--- src/spi_card_config.svh ---
`ifndef SPI_CARD_CONFIG_SVH
`define SPI_CARD_CONFIG_SVH

// apb register map, byte offsets
`define APB_ADDR_W      5
`define SPI_ADDR_TX     5'h00
`define SPI_ADDR_RX     5'h04
`define SPI_ADDR_STATUS 5'h08
`define SPI_ADDR_CTRL   5'h0C
`define SPI_ADDR_DIV    5'h10

// sck half period is div+1 int_clk cycles
`define SPI_DIV_W       8
`define SPI_DIV_RESET   3

`endif

--- src/spi_card_pkg.sv ---
`default_nettype none

`include "spi_card_config.svh"

package spi_card_pkg;

  typedef logic [7:0]              data_byte_t;  // one byte on the link
  typedef logic [`SPI_DIV_W-1:0]   sck_div_t;
  typedef logic [`APB_ADDR_W-1:0]  apb_addr_t;
  typedef logic [31:0]             apb_word_t;
  typedef logic [2:0]              bit_cnt_t;

  // shift engine states, one per sck phase plus idle
  typedef enum logic [1:0] {
    IDLE,
    LOW_HALF,
    HIGH_HALF
  } shift_state_t;

endpackage

`default_nettype wire

--- src/spi_byte_if.sv ---
`timescale 1ns/1ps
`default_nettype none

interface spi_byte_if import spi_card_pkg::*; ();

  logic       start;    // one cycle, only while !busy
  data_byte_t tx_data;
  sck_div_t   div;
  logic       busy;
  data_byte_t rx_data;
  logic       done;     // one cycle at end of byte

  modport regs (
    output start,
    output tx_data,
    output div,
    input  busy,
    input  rx_data,
    input  done
  );

  modport phy (
    input  start,
    input  tx_data,
    input  div,
    output busy,
    output rx_data,
    output done
  );

endinterface

`default_nettype wire

--- src/spi_regs.sv ---
`timescale 1ns/1ps
`default_nettype none

`include "spi_card_config.svh"

module spi_regs import spi_card_pkg::*; (
  input  wire logic      int_clk,
  input  wire logic      rst_n,
  input  wire logic      psel,
  input  wire logic      penable,
  input  wire logic      pwrite,
  input  wire apb_addr_t paddr,
  input  wire apb_word_t pwdata,
  output apb_word_t      prdata,
  output logic           pslverr,
  output logic           cs_n,
  spi_byte_if.regs       bus
);

  logic       access;
  logic       addr_ok;
  logic       tx_collide;
  logic       wr_ok;
  logic       rd_rx;
  logic       cs_en;
  logic       done_flag;
  sck_div_t   div_q;
  data_byte_t tx_q;
  data_byte_t rx_q;

  assign access = psel & penable;

  always_comb begin
    case (paddr)
      `SPI_ADDR_TX, `SPI_ADDR_RX, `SPI_ADDR_STATUS,
      `SPI_ADDR_CTRL, `SPI_ADDR_DIV: addr_ok = 1'b1;
      default:                       addr_ok = 1'b0;
    endcase
  end

  // a tx write during a byte is refused
  assign tx_collide = pwrite & (paddr == `SPI_ADDR_TX) & bus.busy;
  assign pslverr    = access & (~addr_ok | tx_collide);

  assign wr_ok = access & pwrite & ~pslverr;
  assign rd_rx = access & ~pwrite & (paddr == `SPI_ADDR_RX);

  assign bus.start   = wr_ok & (paddr == `SPI_ADDR_TX);
  assign bus.tx_data = pwdata[7:0];  // engine loads it with start
  assign bus.div     = div_q;
  assign cs_n        = ~cs_en;

  always_comb begin
    prdata = '0;
    case (paddr)
      `SPI_ADDR_TX:     prdata = {24'd0, tx_q};
      `SPI_ADDR_RX:     prdata = {24'd0, rx_q};
      `SPI_ADDR_STATUS: prdata = {30'd0, done_flag, bus.busy};
      `SPI_ADDR_CTRL:   prdata = {31'd0, cs_en};
      `SPI_ADDR_DIV:    prdata = {{(32-`SPI_DIV_W){1'b0}}, div_q};
      default:          prdata = '0;
    endcase
  end

  always_ff @(posedge int_clk) begin
    if (!rst_n) begin
      cs_en     <= 1'b0;
      div_q     <= sck_div_t'(`SPI_DIV_RESET);
      done_flag <= 1'b0;
    end else begin
      if (wr_ok && paddr == `SPI_ADDR_CTRL)
        cs_en <= pwdata[0];
      if (wr_ok && paddr == `SPI_ADDR_DIV)
        div_q <= pwdata[`SPI_DIV_W-1:0];
      if (bus.done)
        done_flag <= 1'b1;   // a new byte wins over a read in the same cycle
      else if (rd_rx)
        done_flag <= 1'b0;
    end
  end

  always_ff @(posedge int_clk) begin
    if (bus.start)
      tx_q <= pwdata[7:0];
    if (bus.done)
      rx_q <= bus.rx_data;
  end

  a_start_idle: assert property (@(posedge int_clk) disable iff (!rst_n)
    bus.start |-> !bus.busy)
    else $error("start issued while busy");

  // engine must report busy right after it accepts a byte
  a_start_busy: assert property (@(posedge int_clk) disable iff (!rst_n)
    bus.start |=> bus.busy)
    else $error("busy did not follow start");

endmodule

`default_nettype wire

--- src/spi_shifter.sv ---
`timescale 1ns/1ps
`default_nettype none

module spi_shifter import spi_card_pkg::*; (
  input  wire logic int_clk,
  input  wire logic rst_n,
  spi_byte_if.phy   bus,
  output logic      sck,
  output logic      mosi,
  input  wire logic miso
);

  shift_state_t state;
  sck_div_t     div_q;
  sck_div_t     half_cnt;
  bit_cnt_t     bit_cnt;
  data_byte_t   tx_sr;
  data_byte_t   rx_sr;
  data_byte_t   rx_hold;
  logic         sck_q;
  logic         busy_q;
  logic         done_q;
  logic         half_end;

  assign half_end = (half_cnt == div_q);

  assign sck         = sck_q;
  assign mosi        = tx_sr[7];   // msb first
  assign bus.busy    = busy_q;
  assign bus.done    = done_q;
  assign bus.rx_data = rx_hold;

  always_ff @(posedge int_clk) begin
    if (!rst_n) begin
      state    <= IDLE;
      half_cnt <= '0;
      bit_cnt  <= '0;
      tx_sr    <= '0;
      sck_q    <= 1'b0;
      busy_q   <= 1'b0;
      done_q   <= 1'b0;
    end else begin
      done_q <= 1'b0;
      if (done_q)
        busy_q <= 1'b0;     // one cycle after sck returns low

      case (state)
        IDLE: begin
          if (bus.start) begin
            tx_sr    <= bus.tx_data;
            half_cnt <= '0;
            bit_cnt  <= '0;
            busy_q   <= 1'b1;
            state    <= LOW_HALF;
          end
        end

        LOW_HALF: begin
          if (half_end) begin
            half_cnt <= '0;
            sck_q    <= 1'b1;   // rising edge
            state    <= HIGH_HALF;
          end else begin
            half_cnt <= half_cnt + 1'b1;
          end
        end

        HIGH_HALF: begin
          if (half_end) begin
            half_cnt <= '0;
            sck_q    <= 1'b0;   // falling edge
            tx_sr    <= {tx_sr[6:0], 1'b0};
            if (bit_cnt == 3'd7) begin
              done_q <= 1'b1;
              state  <= IDLE;
            end else begin
              bit_cnt <= bit_cnt + 1'b1;
              state   <= LOW_HALF;
            end
          end else begin
            half_cnt <= half_cnt + 1'b1;
          end
        end

        default: state <= IDLE;
      endcase
    end
  end

  // divider held for the whole byte
  always_ff @(posedge int_clk) begin
    if (state == IDLE && bus.start)
      div_q <= bus.div;
  end

  always_ff @(posedge int_clk) begin
    if (state == LOW_HALF && half_end)
      rx_sr <= {rx_sr[6:0], miso};   // sample at rising sck
    if (state == HIGH_HALF && half_end && bit_cnt == 3'd7)
      rx_hold <= rx_sr;
  end

  a_start_in_idle: assert property (@(posedge int_clk) disable iff (!rst_n)
    bus.start |-> state == IDLE)
    else $error("start outside idle");

  a_sck_idle_low: assert property (@(posedge int_clk) disable iff (!rst_n)
    state == IDLE |-> !sck_q)
    else $error("sck high while idle");

  a_done_pulse: assert property (@(posedge int_clk) disable iff (!rst_n)
    done_q |=> !done_q)
    else $error("done longer than one cycle");

endmodule

`default_nettype wire

--- src/spi_card_top.sv ---
`timescale 1ns/1ps
`default_nettype none

module spi_card_top import spi_card_pkg::*; (
  input  wire logic      int_clk,
  input  wire logic      rst_n,
  // apb slave, no wait states
  input  wire logic      psel,
  input  wire logic      penable,
  input  wire logic      pwrite,
  input  wire apb_addr_t paddr,
  input  wire apb_word_t pwdata,
  output apb_word_t      prdata,
  output logic           pslverr,
  // spi to the card
  output logic           sck,
  output logic           mosi,
  output logic           cs_n,
  input  wire logic      miso
);

  spi_byte_if bus_if ();

  spi_regs u_regs (
    .int_clk (int_clk),
    .rst_n   (rst_n),
    .psel    (psel),
    .penable (penable),
    .pwrite  (pwrite),
    .paddr   (paddr),
    .pwdata  (pwdata),
    .prdata  (prdata),
    .pslverr (pslverr),
    .cs_n    (cs_n),
    .bus     (bus_if.regs)
  );

  spi_shifter u_shifter (
    .int_clk (int_clk),
    .rst_n   (rst_n),
    .bus     (bus_if.phy),
    .sck     (sck),
    .mosi    (mosi),
    .miso    (miso)
  );

endmodule

`default_nettype wire

--- config.mk ---
export PLATFORM = sky130hd
export DESIGN_NAME = spi_card_top
export DESIGN_NICKNAME = d
export VERILOG_FILES = /design/src/spi_card_pkg.sv /design/src/spi_byte_if.sv /design/src/spi_regs.sv /design/src/spi_shifter.sv /design/src/spi_card_top.sv
export VERILOG_INCLUDE_DIRS = /design/src
export SDC_FILE = /design/constraint.sdc
export NUM_CORES = 1
export LEC_CHECK = 0
export ABC_AREA = 1
export ABC_CLOCK_PERIOD_IN_PS = 5600
export BUFFER_PORTS_ARGS = -buffer_cell sky130_fd_sc_hd__clkbuf_2
export CAP_MARGIN = 20
export CELL_PAD_IN_SITES_DETAIL_PLACEMENT = 1
export CELL_PAD_IN_SITES_GLOBAL_PLACEMENT = 2
export CORE_MARGIN = 2
export CORE_UTILIZATION = 30
export DETAILED_ROUTE_END_ITERATION = 8
export PLACE_DENSITY_LB_ADDON = 0.15
export SLEW_MARGIN = 10
export SYNTH_ARGS = -nofsm -noshare
export SYNTH_HDL_FRONTEND = slang
export SYNTH_SLANG_ARGS = --single-unit
--- constraint.sdc ---
create_clock -name int_clk -period 5.6 [get_ports int_clk]
set_input_delay 1.12 -clock int_clk [delete_from_list [all_inputs] [get_ports int_clk]]
set_output_delay 1.12 -clock int_clk [all_outputs]
set_load 0.02 [all_outputs]
==> key figures, run 1 <==
Status
  • Status: complete, no violations

Worst setup path
  • Cell Chain, Critical Path: clkbuf_2, nor2_1, nand2_2, nor2_2, a22o_1, a21oi_1, nand3_1, clkbuf_2
  • Most frequent CP cell: clkbuf_2
  • Critical path launch point type: input port
  • Kind of critical path: input port to output port
  • Max stage delay on crit path: around 0.38 ns
  • Critical path capture point type: output port
  • Worst EP required: 4.48 ns
  • Peak fanout along the critical path: 9
  • Arr. time, crit path: approximately 2.4 ns
  • CP max-delay cell: nor2_2

Global routing
  • Vias in the first global route: 2652
  • GR Layer Usage met1: between 10% and 20%
  • Largest net degree at the start of global routing: 21
  • GRT Total Usage: around 14%
  • First-pass GRT wire length: roughly 14 mm
  • GR Overflow Total: 0
  • GR Util met3: about 3.3%
  • Initial antenna violation count: 0
  • Met2 Usage GRT: between 20 and 25%
  • Grt peak-use layer: met2

Die
  • Die Height: ~110 microns
  • Die Width: 112 microns
  • Initial Utilization: 30.8%
  • I/O pins: between 70 and 80
  • Full die area: between 0.01 and 0.015 sq mm
  • Core box area: ~0.011 sq mm
  • # rows: 39

Timing
  • # setup viols final: 0
  • RSZ-0062 raised after global routing: false
  • TNS Setup: 0 ns
  • Worst slew pin tran: 0.828 ns
  • Maximum clock frequency: 0.281 GHz
  • Post-layout min period: around 3.6 ns
  • Period utilization: between 60% and 70%
  • Max-slew violation count: 0
  • Fin. Hold Viols: 0
  • Headroom to the max-slew limit: between 40% and 50%
  • Clk_skew: around 0.0055 ns

Pwr
  • Final Power: ~1.4 mW
  • P_leak: about 1.7 nW
  • P per Cell Area: around 330 mW/mm^2
  • Clock power share: between 50% and 60%
  • Peak supply drop: ~170 uV
  • Psw: slightly below 300 uW
  • Comb pwr share: 5.5%
  • Reg power frac: 42.2%
  • Switching Share: 21.1%
  • Total internal power: ~1.1 mW

Clock network
  • H-tree depth: 3
  • CTS root buffer: clkbuf_16
  • # Post-CTS Setup Buffers: 0
  • Hold_buf cts: 0
  • CTS tree: built
  • Post-CTS sizing: 0
  • CTS max path bufs: 2
  • Skew-Pair Late Insertion Delay: between 0.3 and 0.4 ns
  • Clock Sinks: 74
  • Clock-pin slew on the worst setup and hold paths: 0.06 ns
  • CTS buffer count: 9

Routing
  • Number of remaining DRC errors: 0
  • Post-route antenna net violation count: 0
  • Avg WL per Cell: between 10 and 15 microns
  • Routed wire length: roughly 8.2 mm
  • Vias post-DR: ~2600
  • DRC violation total after the first TritonRoute iteration: 104
  • Drt pass-1 iters: 4
  • Vias per std cell: 4.55

Synth
  • Synth warn: 0
  • Yosys top cell by area: edfxtp_1
  • Synthesized area per cell: roughly 9.0 sq um
  • Synth Flop Type: edfxtp_1
  • Sequential fraction of the synthesis area: roughly 54%
  • Area share of the largest cell type after synthesis: 34.2%
  • Unique masters post-synth: 34
  • Synth top area cells: edfxtp_1 34%, dfxtp_1 19%, nand2_1 12%
  • Post-Synthesis Cells: 392
  • Flip-flop and latch count after synthesis: 74
  • Post-synth ARST share: 0%
  • EDFF count, synth: 40
  • Synth Cell Area: between 0.003 and 0.004 sq mm

Final layout
  • FILL cells: around 1400
  • Syn-to-layout area delta: 16.1%
  • ANT cells: 0
  • Nets: approximately 480
  • Commonest non-fill, non-tap cell in the layout: nand2_1
  • Share of cells above drive strength 1: about 15%
  • Most frequent cells in the layout: 110 x nand2_1, 40 x edfxtp_1, 36 x inv_1, 34 x dfxtp_1, 32 x nor2_1

Place
  • Port bufs: 30
  • Gp weighted congestion: 0.752
  • HPWL Detailed: roughly 6.0 mm

Hold path
  • Hold Crit Class: flip-flop to flip-flop

Job
  • Max cap viols: 0
[registers in the layout, summed over array words and instances (netlist names)]
register	flops
u_shifter.bus.done	1
u_regs.bus.div	8
u_shifter.tx_sr	8
u_shifter.div_q	8
u_shifter.half_cnt	8
u_shifter.bus.busy	1
u_shifter.sck	1
u_regs.cs_en	1
u_shifter.state	2
u_shifter.rx_sr	8
u_regs.done_flag	1
u_shifter.bit_cnt	3
u_shifter.bus.rx_data	8
u_regs.tx_q	8
u_regs.rx_q	8
[cell families after synthesis]
group / after synthesis / synth area share, %
AOI/OAI and AO/OA: 40 / 6.48
xor gates and xnor gates: 9 / 2.24
adders and majority gates: 7 / 2.49
buffers and inverters: 70 / 10.4
DFF: 74 / 53.6
other: 1 / 0.107
and+or+nand+nor: 191 / 24.7
[power by group through the flow]
| stage | Clock [mW] | Combinational, mW | Sequential (mW) |
|---|---|---|---|
| after global routing | 0.753 | 0.0852 | 0.577 |
| after floorplan | 0 | 0.0662 | 0.588 |
| final | 0.712 | 0.0757 | 0.576 |
| after detailed placement | 0 | 0.0765 | 0.588 |
| after CTS | 0.731 | 0.0769 | 0.576 |
| after global placement | 0 | 0.0759 | 0.588 |
[worst paths after layout]
path | start | endpoint | slack (ns) | cells past startpoint
worst max-delay path | paddr[3] | prdata[0] | 2.05 | 8
worst min-delay path | u_shifter.bus.rx_data[3] | u_regs.rx_q[3] | 0.42 | 0
worst max register to register | u_shifter.state[0] | u_shifter.bit_cnt[2] | 3.31 | 8
worst min register to register | u_shifter.bus.rx_data[3] | u_regs.rx_q[3] | 0.42 | 0
[critical path: cells and delay by family]
kind                   cells  cell delay [ns]
AND/OR/NAND/NOR            4             0.76
AO/OA/AOI/OAI              2             0.28
buffers and inverters      2             0.28
[metal layers]
| metal | wire, microns | up-vias |
|---|---|---|
| met1 | 3960 | 1243 |
| li1 | - | 1300 |
| met5 | 0 | - |
| met4 | 136 | 0 |
| met3 | 325 | 12 |
| met2 | 3730 | 50 |
[metrics by stage]
stage               utilization [%]  worst slack (ns)  area, sq um  instances  hold WS, ns
global placement               32.5              2.01         3710        557        0.403
floorplan                         -              2.47         3600        415        0.400
finish                         35.7              2.05         4080        573        0.419
detailed placement             32.5              2.04         3710        557        0.407
CTS                            35.7              2.04         4080        573        0.421
global route                   35.7              1.94         4080        573        0.426
[final cells by class]
cell class / instances / area, sq um / share of cell area, %
clock inverters: 6 / 138 / 3.37
multi-input cells: 271 / 1350 / 33.1
flip-flops and latches: 74 / 1880 / 46.1
well taps: 143 / 179 / 4.39
repair buffers: 31 / 158 / 3.87
clock buffers: 10 / 229 / 5.61
inverters: 38 / 143 / 3.50
[synthesized netlist by cell type (all sizes together) (6+ instances only)]
master	instances
a21oi	24
buf	28
dfxtp	34
edfxtp	40
ha	7
inv	38
nand2	116
nand3	21
nand4	10
nor2	37
nor3	6
o21ai	7
xnor2	7
(Power assumes the default switching activity.)
==> run 2, diff against run 1 <==
--- a/config.mk
+++ b/config.mk
@@ -7,7 +7,7 @@
 export NUM_CORES = 1
 export LEC_CHECK = 0
 export ABC_AREA = 1
-export ABC_CLOCK_PERIOD_IN_PS = 5600
+export ABC_CLOCK_PERIOD_IN_PS = 3510
 export BUFFER_PORTS_ARGS = -buffer_cell sky130_fd_sc_hd__clkbuf_2
 export CAP_MARGIN = 20
 export CELL_PAD_IN_SITES_DETAIL_PLACEMENT = 1
==> constraint.sdc (replaced) <==
create_clock -name int_clk -period 3.51 [get_ports int_clk]
set_input_delay 0.702 -clock int_clk [delete_from_list [all_inputs] [get_ports int_clk]]
set_output_delay 0.702 -clock int_clk [all_outputs]
set_load 0.02 [all_outputs]
==> key figures, run 2 (synthesis gave the netlist of run 1 again) <==
Hold path
  • Hold Crit Class: flip-flop to flip-flop
  • Worst Hold Depth: 0 (unchanged)

Die
  • Full die area: 0.0126 sq mm (unchanged)
  • Die Height: 112 microns (unchanged)
  • Core box area: 0.0114 sq mm (unchanged)
  • Initial Utilization: 30.8% (unchanged)
  • Die Width: 112 microns (unchanged)
  • I/O pins: 79 (unchanged)
  • # rows: 39 (unchanged)

Routing
  • Post-route antenna net violation count: 0 (unchanged)
  • Drt pass-1 iters: 4 (unchanged)
  • Avg WL per Cell: 14.3 microns (+0.25%)
  • Number of remaining DRC errors: 0 (unchanged)
  • Routed wire length: 8.18 mm (+0.25%)
  • Vias per std cell: 4.49 (-1.3%)
  • DRC violation total after the first TritonRoute iteration: 95 (-8.7%)
  • Vias post-DR: 2572 (-1.3%)

Final layout
  • Syn-to-layout area delta: 14.7%
  • Most frequent cells in the layout: 110 x nand2_1, 40 x edfxtp_1, 36 x inv_1, 34 x dfxtp_1, 32 x nor2_1
  • Share of cells above drive strength 1: 14.9% (unchanged)
  • Commonest non-fill, non-tap cell in the layout: nand2_1
  • Nets: 475 (unchanged)
  • ANT cells: 0 (unchanged)
  • Final Cell Area: 0.00403 sq mm (-1.2%)
  • FILL cells: 1383 (+1.2%)

Global routing
  • Largest net degree at the start of global routing: 21 (unchanged)
  • GRT Total Usage: 14.0% (+0.041 points)
  • First-pass GRT wire length: 13.6 mm (-0.56%)
  • Initial antenna violation count: 0 (unchanged)
  • Vias in the first global route: 2694 (+1.6%)
  • GR Overflow Total: 0 (unchanged)

Worst setup path
  • Kind of critical path: input port to output port
  • Critical path launch point type: input port
  • Critical path capture point type: output port
  • Arr. time, crit path: 1.99 ns (-0.44 ns)
  • Peak fanout along the critical path: 9 (unchanged)
  • Worst EP required: 2.81 ns (-1.67 ns)
  • Reg2Reg Depth: 8 (unchanged)

Clock network
  • H-tree depth: 3 (unchanged)
  • CTS root buffer: clkbuf_16
  • CTS buffer count: 9 (unchanged)
  • CTS tree: built
  • Clock Sinks: 74 (unchanged)
  • Post-CTS sizing: 0 (unchanged)
  • Clock-pin slew on the worst setup and hold paths: 0.06 ns (about the same)
  • CTS max path bufs: 2 (unchanged)
  • # Post-CTS Setup Buffers: 0 (unchanged)
  • Hold_buf cts: 0 (unchanged)
  • Skew-Pair Late Insertion Delay: 0.33 ns (about the same)

Pwr
  • Total internal power: 1.57 mW (+46%)
  • Clock power share: 48.8% (-3.4 points)
  • Switching Share: 22.8% (+1.7 points)
  • Final Power: 2.03 mW (+49%)
  • Peak supply drop: 250 uV (+43%)
  • Comb pwr share: 5.9% (+0.4 points)
  • Psw: 464 uW (+61%)
  • P per Cell Area: 504 mW/mm^2 (+51%)
  • P_leak: 1.65 nW (-1.5%)
  • Reg power frac: 45.2% (+3.0 points)

Place
  • HPWL Detailed: 6.07 mm (+0.69%)
  • Gp weighted congestion: 0.742 (-1.3%)
  • Placed Area: 0.00371 sq mm (unchanged)
  • Port bufs: 30 (unchanged)

Timing
  • Max-slew violation count: 0 (unchanged)
  • Maximum clock frequency: ~0.37 GHz
  • Fin. Hold Viols: 0 (unchanged)
  • Worst slew pin tran: 0.830 ns (+0.00176 ns)
  • Period utilization: between 70% and 80%
  • Headroom to the max-slew limit: 44.4% (-0.12 points)
  • Clk_skew: 0.00369 ns (-0.00180 ns)
  • Post-layout min period: about 2.7 ns
  • # setup viols final: 0 (unchanged)
  • TNS Setup: 0 ns (unchanged)
  • WHS: 0.420 ns (+0.000876 ns)
  • RSZ-0062 raised after global routing: false

Status
  • Status: complete, no violations

Job
  • Max cap viols: 0 (unchanged)
[run 2: changes by cell type in the layout (fill, tap and decap cells not counted)]
cell        previous run  this run
clkinvlp_4             0         1
clkinv_4               0         1
bufinv_16              4         2
clkinv_2               0         1
inv_6                  2         1
[run 2: final timing paths]
check | from | endpoint | slack [ns]
worst max-delay path | paddr[3] | prdata[0] | 0.81
worst min-delay path | u_shifter.bus.rx_data[6] | u_regs.rx_q[6] | 0.42
worst max register to register | u_shifter.state[0] | u_shifter.bit_cnt[2] | 1.23
worst min register to register | u_shifter.bus.rx_data[6] | u_regs.rx_q[6] | 0.42
[run 2: cell type report]
class,count,area (sq um),area share (%)
Timing Repair Buffer,31,158,3.91
Tap cell,143,179,4.44
Multi-Input combinational cell,271,1350,33.5
Inverter,38,143,3.54
Clock buffer,10,229,5.68
Clock inverter,6,90.1,2.23
Sequential cell,74,1880,46.7
[run 2: critical path: stages]
cell,delay [ns]
clkbuf_2,0.11
nor2_1,0.14
nand2_2,0.14
nor2_2,0.36
a22o_1,0.22
a21oi_1,0.06
nand3_1,0.09
clkbuf_2,0.17
[run 2: layer usage]
| layer | GRT usage [%] | vias to the layer above | part of all wire (%) |
|---|---|---|---|
| met5 | 0 | - | 0 |
| met4 | 6.18 | 0 | 2.0 |
| met1 | 18.5 | 1212 | 49 |
| met3 | 3.24 | 12 | 3.6 |
| li1 | - | 1297 | - |
| met2 | 22.2 | 51 | 45 |
[run 2: stage by stage]
stage	cells	util (%)	setup slack, ns
3_3_place_gp	557	32.5	0.762
6_report	573	35.3	0.814
3_5_place_dp	557	32.5	0.788
2_1_floorplan	415	-	1.21
5_1_grt	573	35.3	0.663
4_1_cts	573	35.3	0.780
[run 2: power groups by stage]
stage	logic (mW)	registers, mW	clock network (mW)
after detailed placement	0.122	0.938	0
after CTS	0.123	0.919	1.02
after global routing	0.136	0.920	1.06
after global placement	0.121	0.938	0
final	0.121	0.919	0.993
after floorplan	0.106	0.938	0
==> run 3, diff against run 2 <==
--- a/config.mk
+++ b/config.mk
@@ -7,7 +7,7 @@
 export NUM_CORES = 1
 export LEC_CHECK = 0
 export ABC_AREA = 1
-export ABC_CLOCK_PERIOD_IN_PS = 3510
+export ABC_CLOCK_PERIOD_IN_PS = 2600
 export BUFFER_PORTS_ARGS = -buffer_cell sky130_fd_sc_hd__clkbuf_2
 export CAP_MARGIN = 20
 export CELL_PAD_IN_SITES_DETAIL_PLACEMENT = 1
==> constraint.sdc (replaced) <==
create_clock -name int_clk -period 2.6 [get_ports int_clk]
set_input_delay 0.52 -clock int_clk [delete_from_list [all_inputs] [get_ports int_clk]]
set_output_delay 0.52 -clock int_clk [all_outputs]
set_load 0.02 [all_outputs]
==> key figures, run 3 (synthesis gave the netlist of run 1 again) <==
Worst setup path
  • Reg2reg start: u_shifter.state[0]
  • Arr. time, crit path: 1.65 ns (-0.34 ns)
  • Critical path capture point type: output port
  • CP max-delay cell: nor2_2
  • Max stage delay on crit path: 0.24 ns (-0.12 ns)
  • Cell Chain, Critical Path: clkbuf_2, nor2_2, nand2_2, nor2_2, buf_4, nand2_1, nand3_1, clkbuf_2
  • Peak fanout along the critical path: 5 (-4)
  • Critical path launch point type: input port
  • Worst EP required: 2.08 ns (-0.73 ns)
  • R2R Setup Slk: 0.84 ns (-0.39 ns)
  • Worst R2R End: u_shifter.half_cnt[1]
  • Reg2Reg Depth: 7 (-1)
  • Kind of critical path: input port to output port

Die
  • Die Width: 112 microns (unchanged)
  • # rows: 39 (unchanged)
  • Initial Utilization: 30.8% (unchanged)
  • Full die area: 0.0126 sq mm (unchanged)
  • Die Height: 112 microns (unchanged)
  • I/O pins: 79 (unchanged)
  • Core box area: 0.0114 sq mm (unchanged)

Routing
  • Routed wire length: 8.11 mm (-0.81%)
  • DRC violation total after the first TritonRoute iteration: 76 (-20%)
  • Drt pass-1 iters: 4 (unchanged)
  • Avg WL per Cell: 14.0 microns (-1.8%)
  • Number of remaining DRC errors: 0 (unchanged)
  • Vias post-DR: 2589 (+0.66%)
  • Vias per std cell: 4.47 (-0.38%)
  • Post-route antenna net violation count: 0 (unchanged)

Final layout
  • Nets: 481 (+1.3%)
  • Share of cells above drive strength 1: 16.1% (+1.2 points)
  • ANT cells: 0 (unchanged)
  • Most frequent cells in the layout: 110 x nand2_1, 40 x edfxtp_1, 36 x inv_1, 34 x dfxtp_1, 32 x nor2_1
  • Syn-to-layout area delta: 15.6%
  • Final Cell Area: 0.00406 sq mm (+0.74%)
  • Commonest non-fill, non-tap cell in the layout: nand2_1

Timing
  • Clk_skew: 0.00374 ns (+0.0000490 ns)
  • # setup viols final: 0 (unchanged)
  • Worst slew pin tran: 0.765 ns (-0.0648 ns)
  • Maximum clock frequency: 0.460 GHz
  • RSZ-0062 raised after global routing: false
  • Max-slew violation count: 0 (unchanged)
  • Post-layout worst setup margin: 0.426 ns (-0.388 ns)
  • Post-layout min period: approximately 2.2 ns
  • Headroom to the max-slew limit: 48.9% (+4.5 points)
  • TNS Setup: 0 ns (unchanged)
  • Period utilization: 83.6%
  • Fin. Hold Viols: 0 (unchanged)

Hold path
  • Min-Delay Endpoint: u_shifter.rx_sr[0]
  • Hold Crit Class: input port to flip-flop
  • Hold_sp: miso
  • Worst Hold Depth: 1 (+1)

Global routing
  • Largest net degree at the start of global routing: 21 (unchanged)
  • Vias in the first global route: 2630 (-2.4%)
  • GRT Total Usage: 13.9% (-0.11 points)
  • GR Overflow Total: 0 (unchanged)
  • First-pass GRT wire length: 13.5 mm (-0.41%)
  • Initial antenna violation count: 0 (unchanged)

Clock network
  • Clock-pin slew on the worst setup and hold paths: 0.06 ns (about the same)
  • CTS tree: built
  • # Post-CTS Setup Buffers: 0 (unchanged)
  • CTS root buffer: clkbuf_16
  • CTS max path bufs: 2 (unchanged)
  • Post-CTS sizing: 0 (unchanged)
  • Clock Sinks: 74 (unchanged)
  • Skew-Pair Late Insertion Delay: 0.33 ns (about the same)
  • Hold_buf cts: 0 (unchanged)
  • CTS buffer count: 9 (unchanged)
  • H-tree depth: 3 (unchanged)

Pwr
  • P per Cell Area: 655 mW/mm^2 (+30%)
  • Comb pwr share: 6.2% (+0.3 points)
  • P_leak: 1.67 nW (+1.1%)
  • Switching Share: 23.1% (+0.28 points)
  • Final Power: 2.66 mW (+31%)
  • Peak supply drop: 327 uV (+31%)
  • Reg power frac: 46.7% (+1.5 points)
  • Clock power share: 47.1% (-1.7 points)
  • Psw: 614 uW (+32%)
  • Total internal power: 2.05 mW (+30%)

Place
  • Gp weighted congestion: 0.743 (about the same)
  • Pre-CTS WS: 0.410 ns (-0.378 ns)
  • Port bufs: 30 (unchanged)
  • Placed Area: 0.00376 sq mm (+1.2%)
  • HPWL Detailed: 6.00 mm (-1.1%)

Status
  • Status: complete, no violations

Job
  • Max cap viols: 0 (unchanged)
[run 3: stage by stage]
stage / hold slack (ns) / std cells / util [%]
2_1_floorplan: 0.400 / 415 / -
3_3_place_gp: 0.403 / 563 / 32.9
3_5_place_dp: 0.406 / 563 / 32.9
4_1_cts: 0.351 / 579 / 35.6
5_1_grt: 0.355 / 579 / 35.6
6_report: 0.364 / 579 / 35.6
[run 3: worst max-delay path by stage]
| stage | from | endpoint | slack (ns) | cells past startpoint |
|---|---|---|---|---|
| 2_1_floorplan | u_shifter.state[0] | u_shifter.bus.rx_data[0] | 0.65 | 5 |
| 3_3_place_gp | paddr[3] | prdata[2] | 0.43 | 8 |
| 3_5_place_dp | paddr[1] | prdata[2] | 0.41 | 8 |
| 4_1_cts | paddr[3] | prdata[2] | 0.40 | 8 |
| 5_1_grt | paddr[1] | prdata[2] | 0.30 | 8 |
| 6_report | paddr[1] | prdata[2] | 0.43 | 8 |
[run 3: power by group through the flow]
stage | Sequential (mW) | Clock (mW) | Combinational, mW
after floorplan | 1.27 | 0 | 0.143
after global placement | 1.27 | 0 | 0.166
after detailed placement | 1.27 | 0 | 0.167
after CTS | 1.24 | 1.29 | 0.168
after global routing | 1.24 | 1.33 | 0.186
final | 1.24 | 1.25 | 0.165
[run 3: routing by layer]
metal	share of wire [%]	global-route usage, %	up-vias	wire [microns]
met3	4.5	3.08	7	363
met2	45	21.6	59	3680
li1	-	-	1315	-
met5	0	0	-	0
met4	1.5	5.37	0	122
met1	49	19.0	1208	3950
[run 3: critical path: cells and delay by family]
kind | cells | cell delay [ns]
buffers and inverters | 3 | 0.45
and+or+nand+nor | 5 | 0.68
[run 3: final cells by class]
type	count	area, sq um
well taps	143	179
inverters	38	143
multi-input cells	271	1350
flip-flops and latches	74	1880
clock inverters	6	65.1
repair buffers	37	203
fillers	1358	7360
clock buffers	10	239
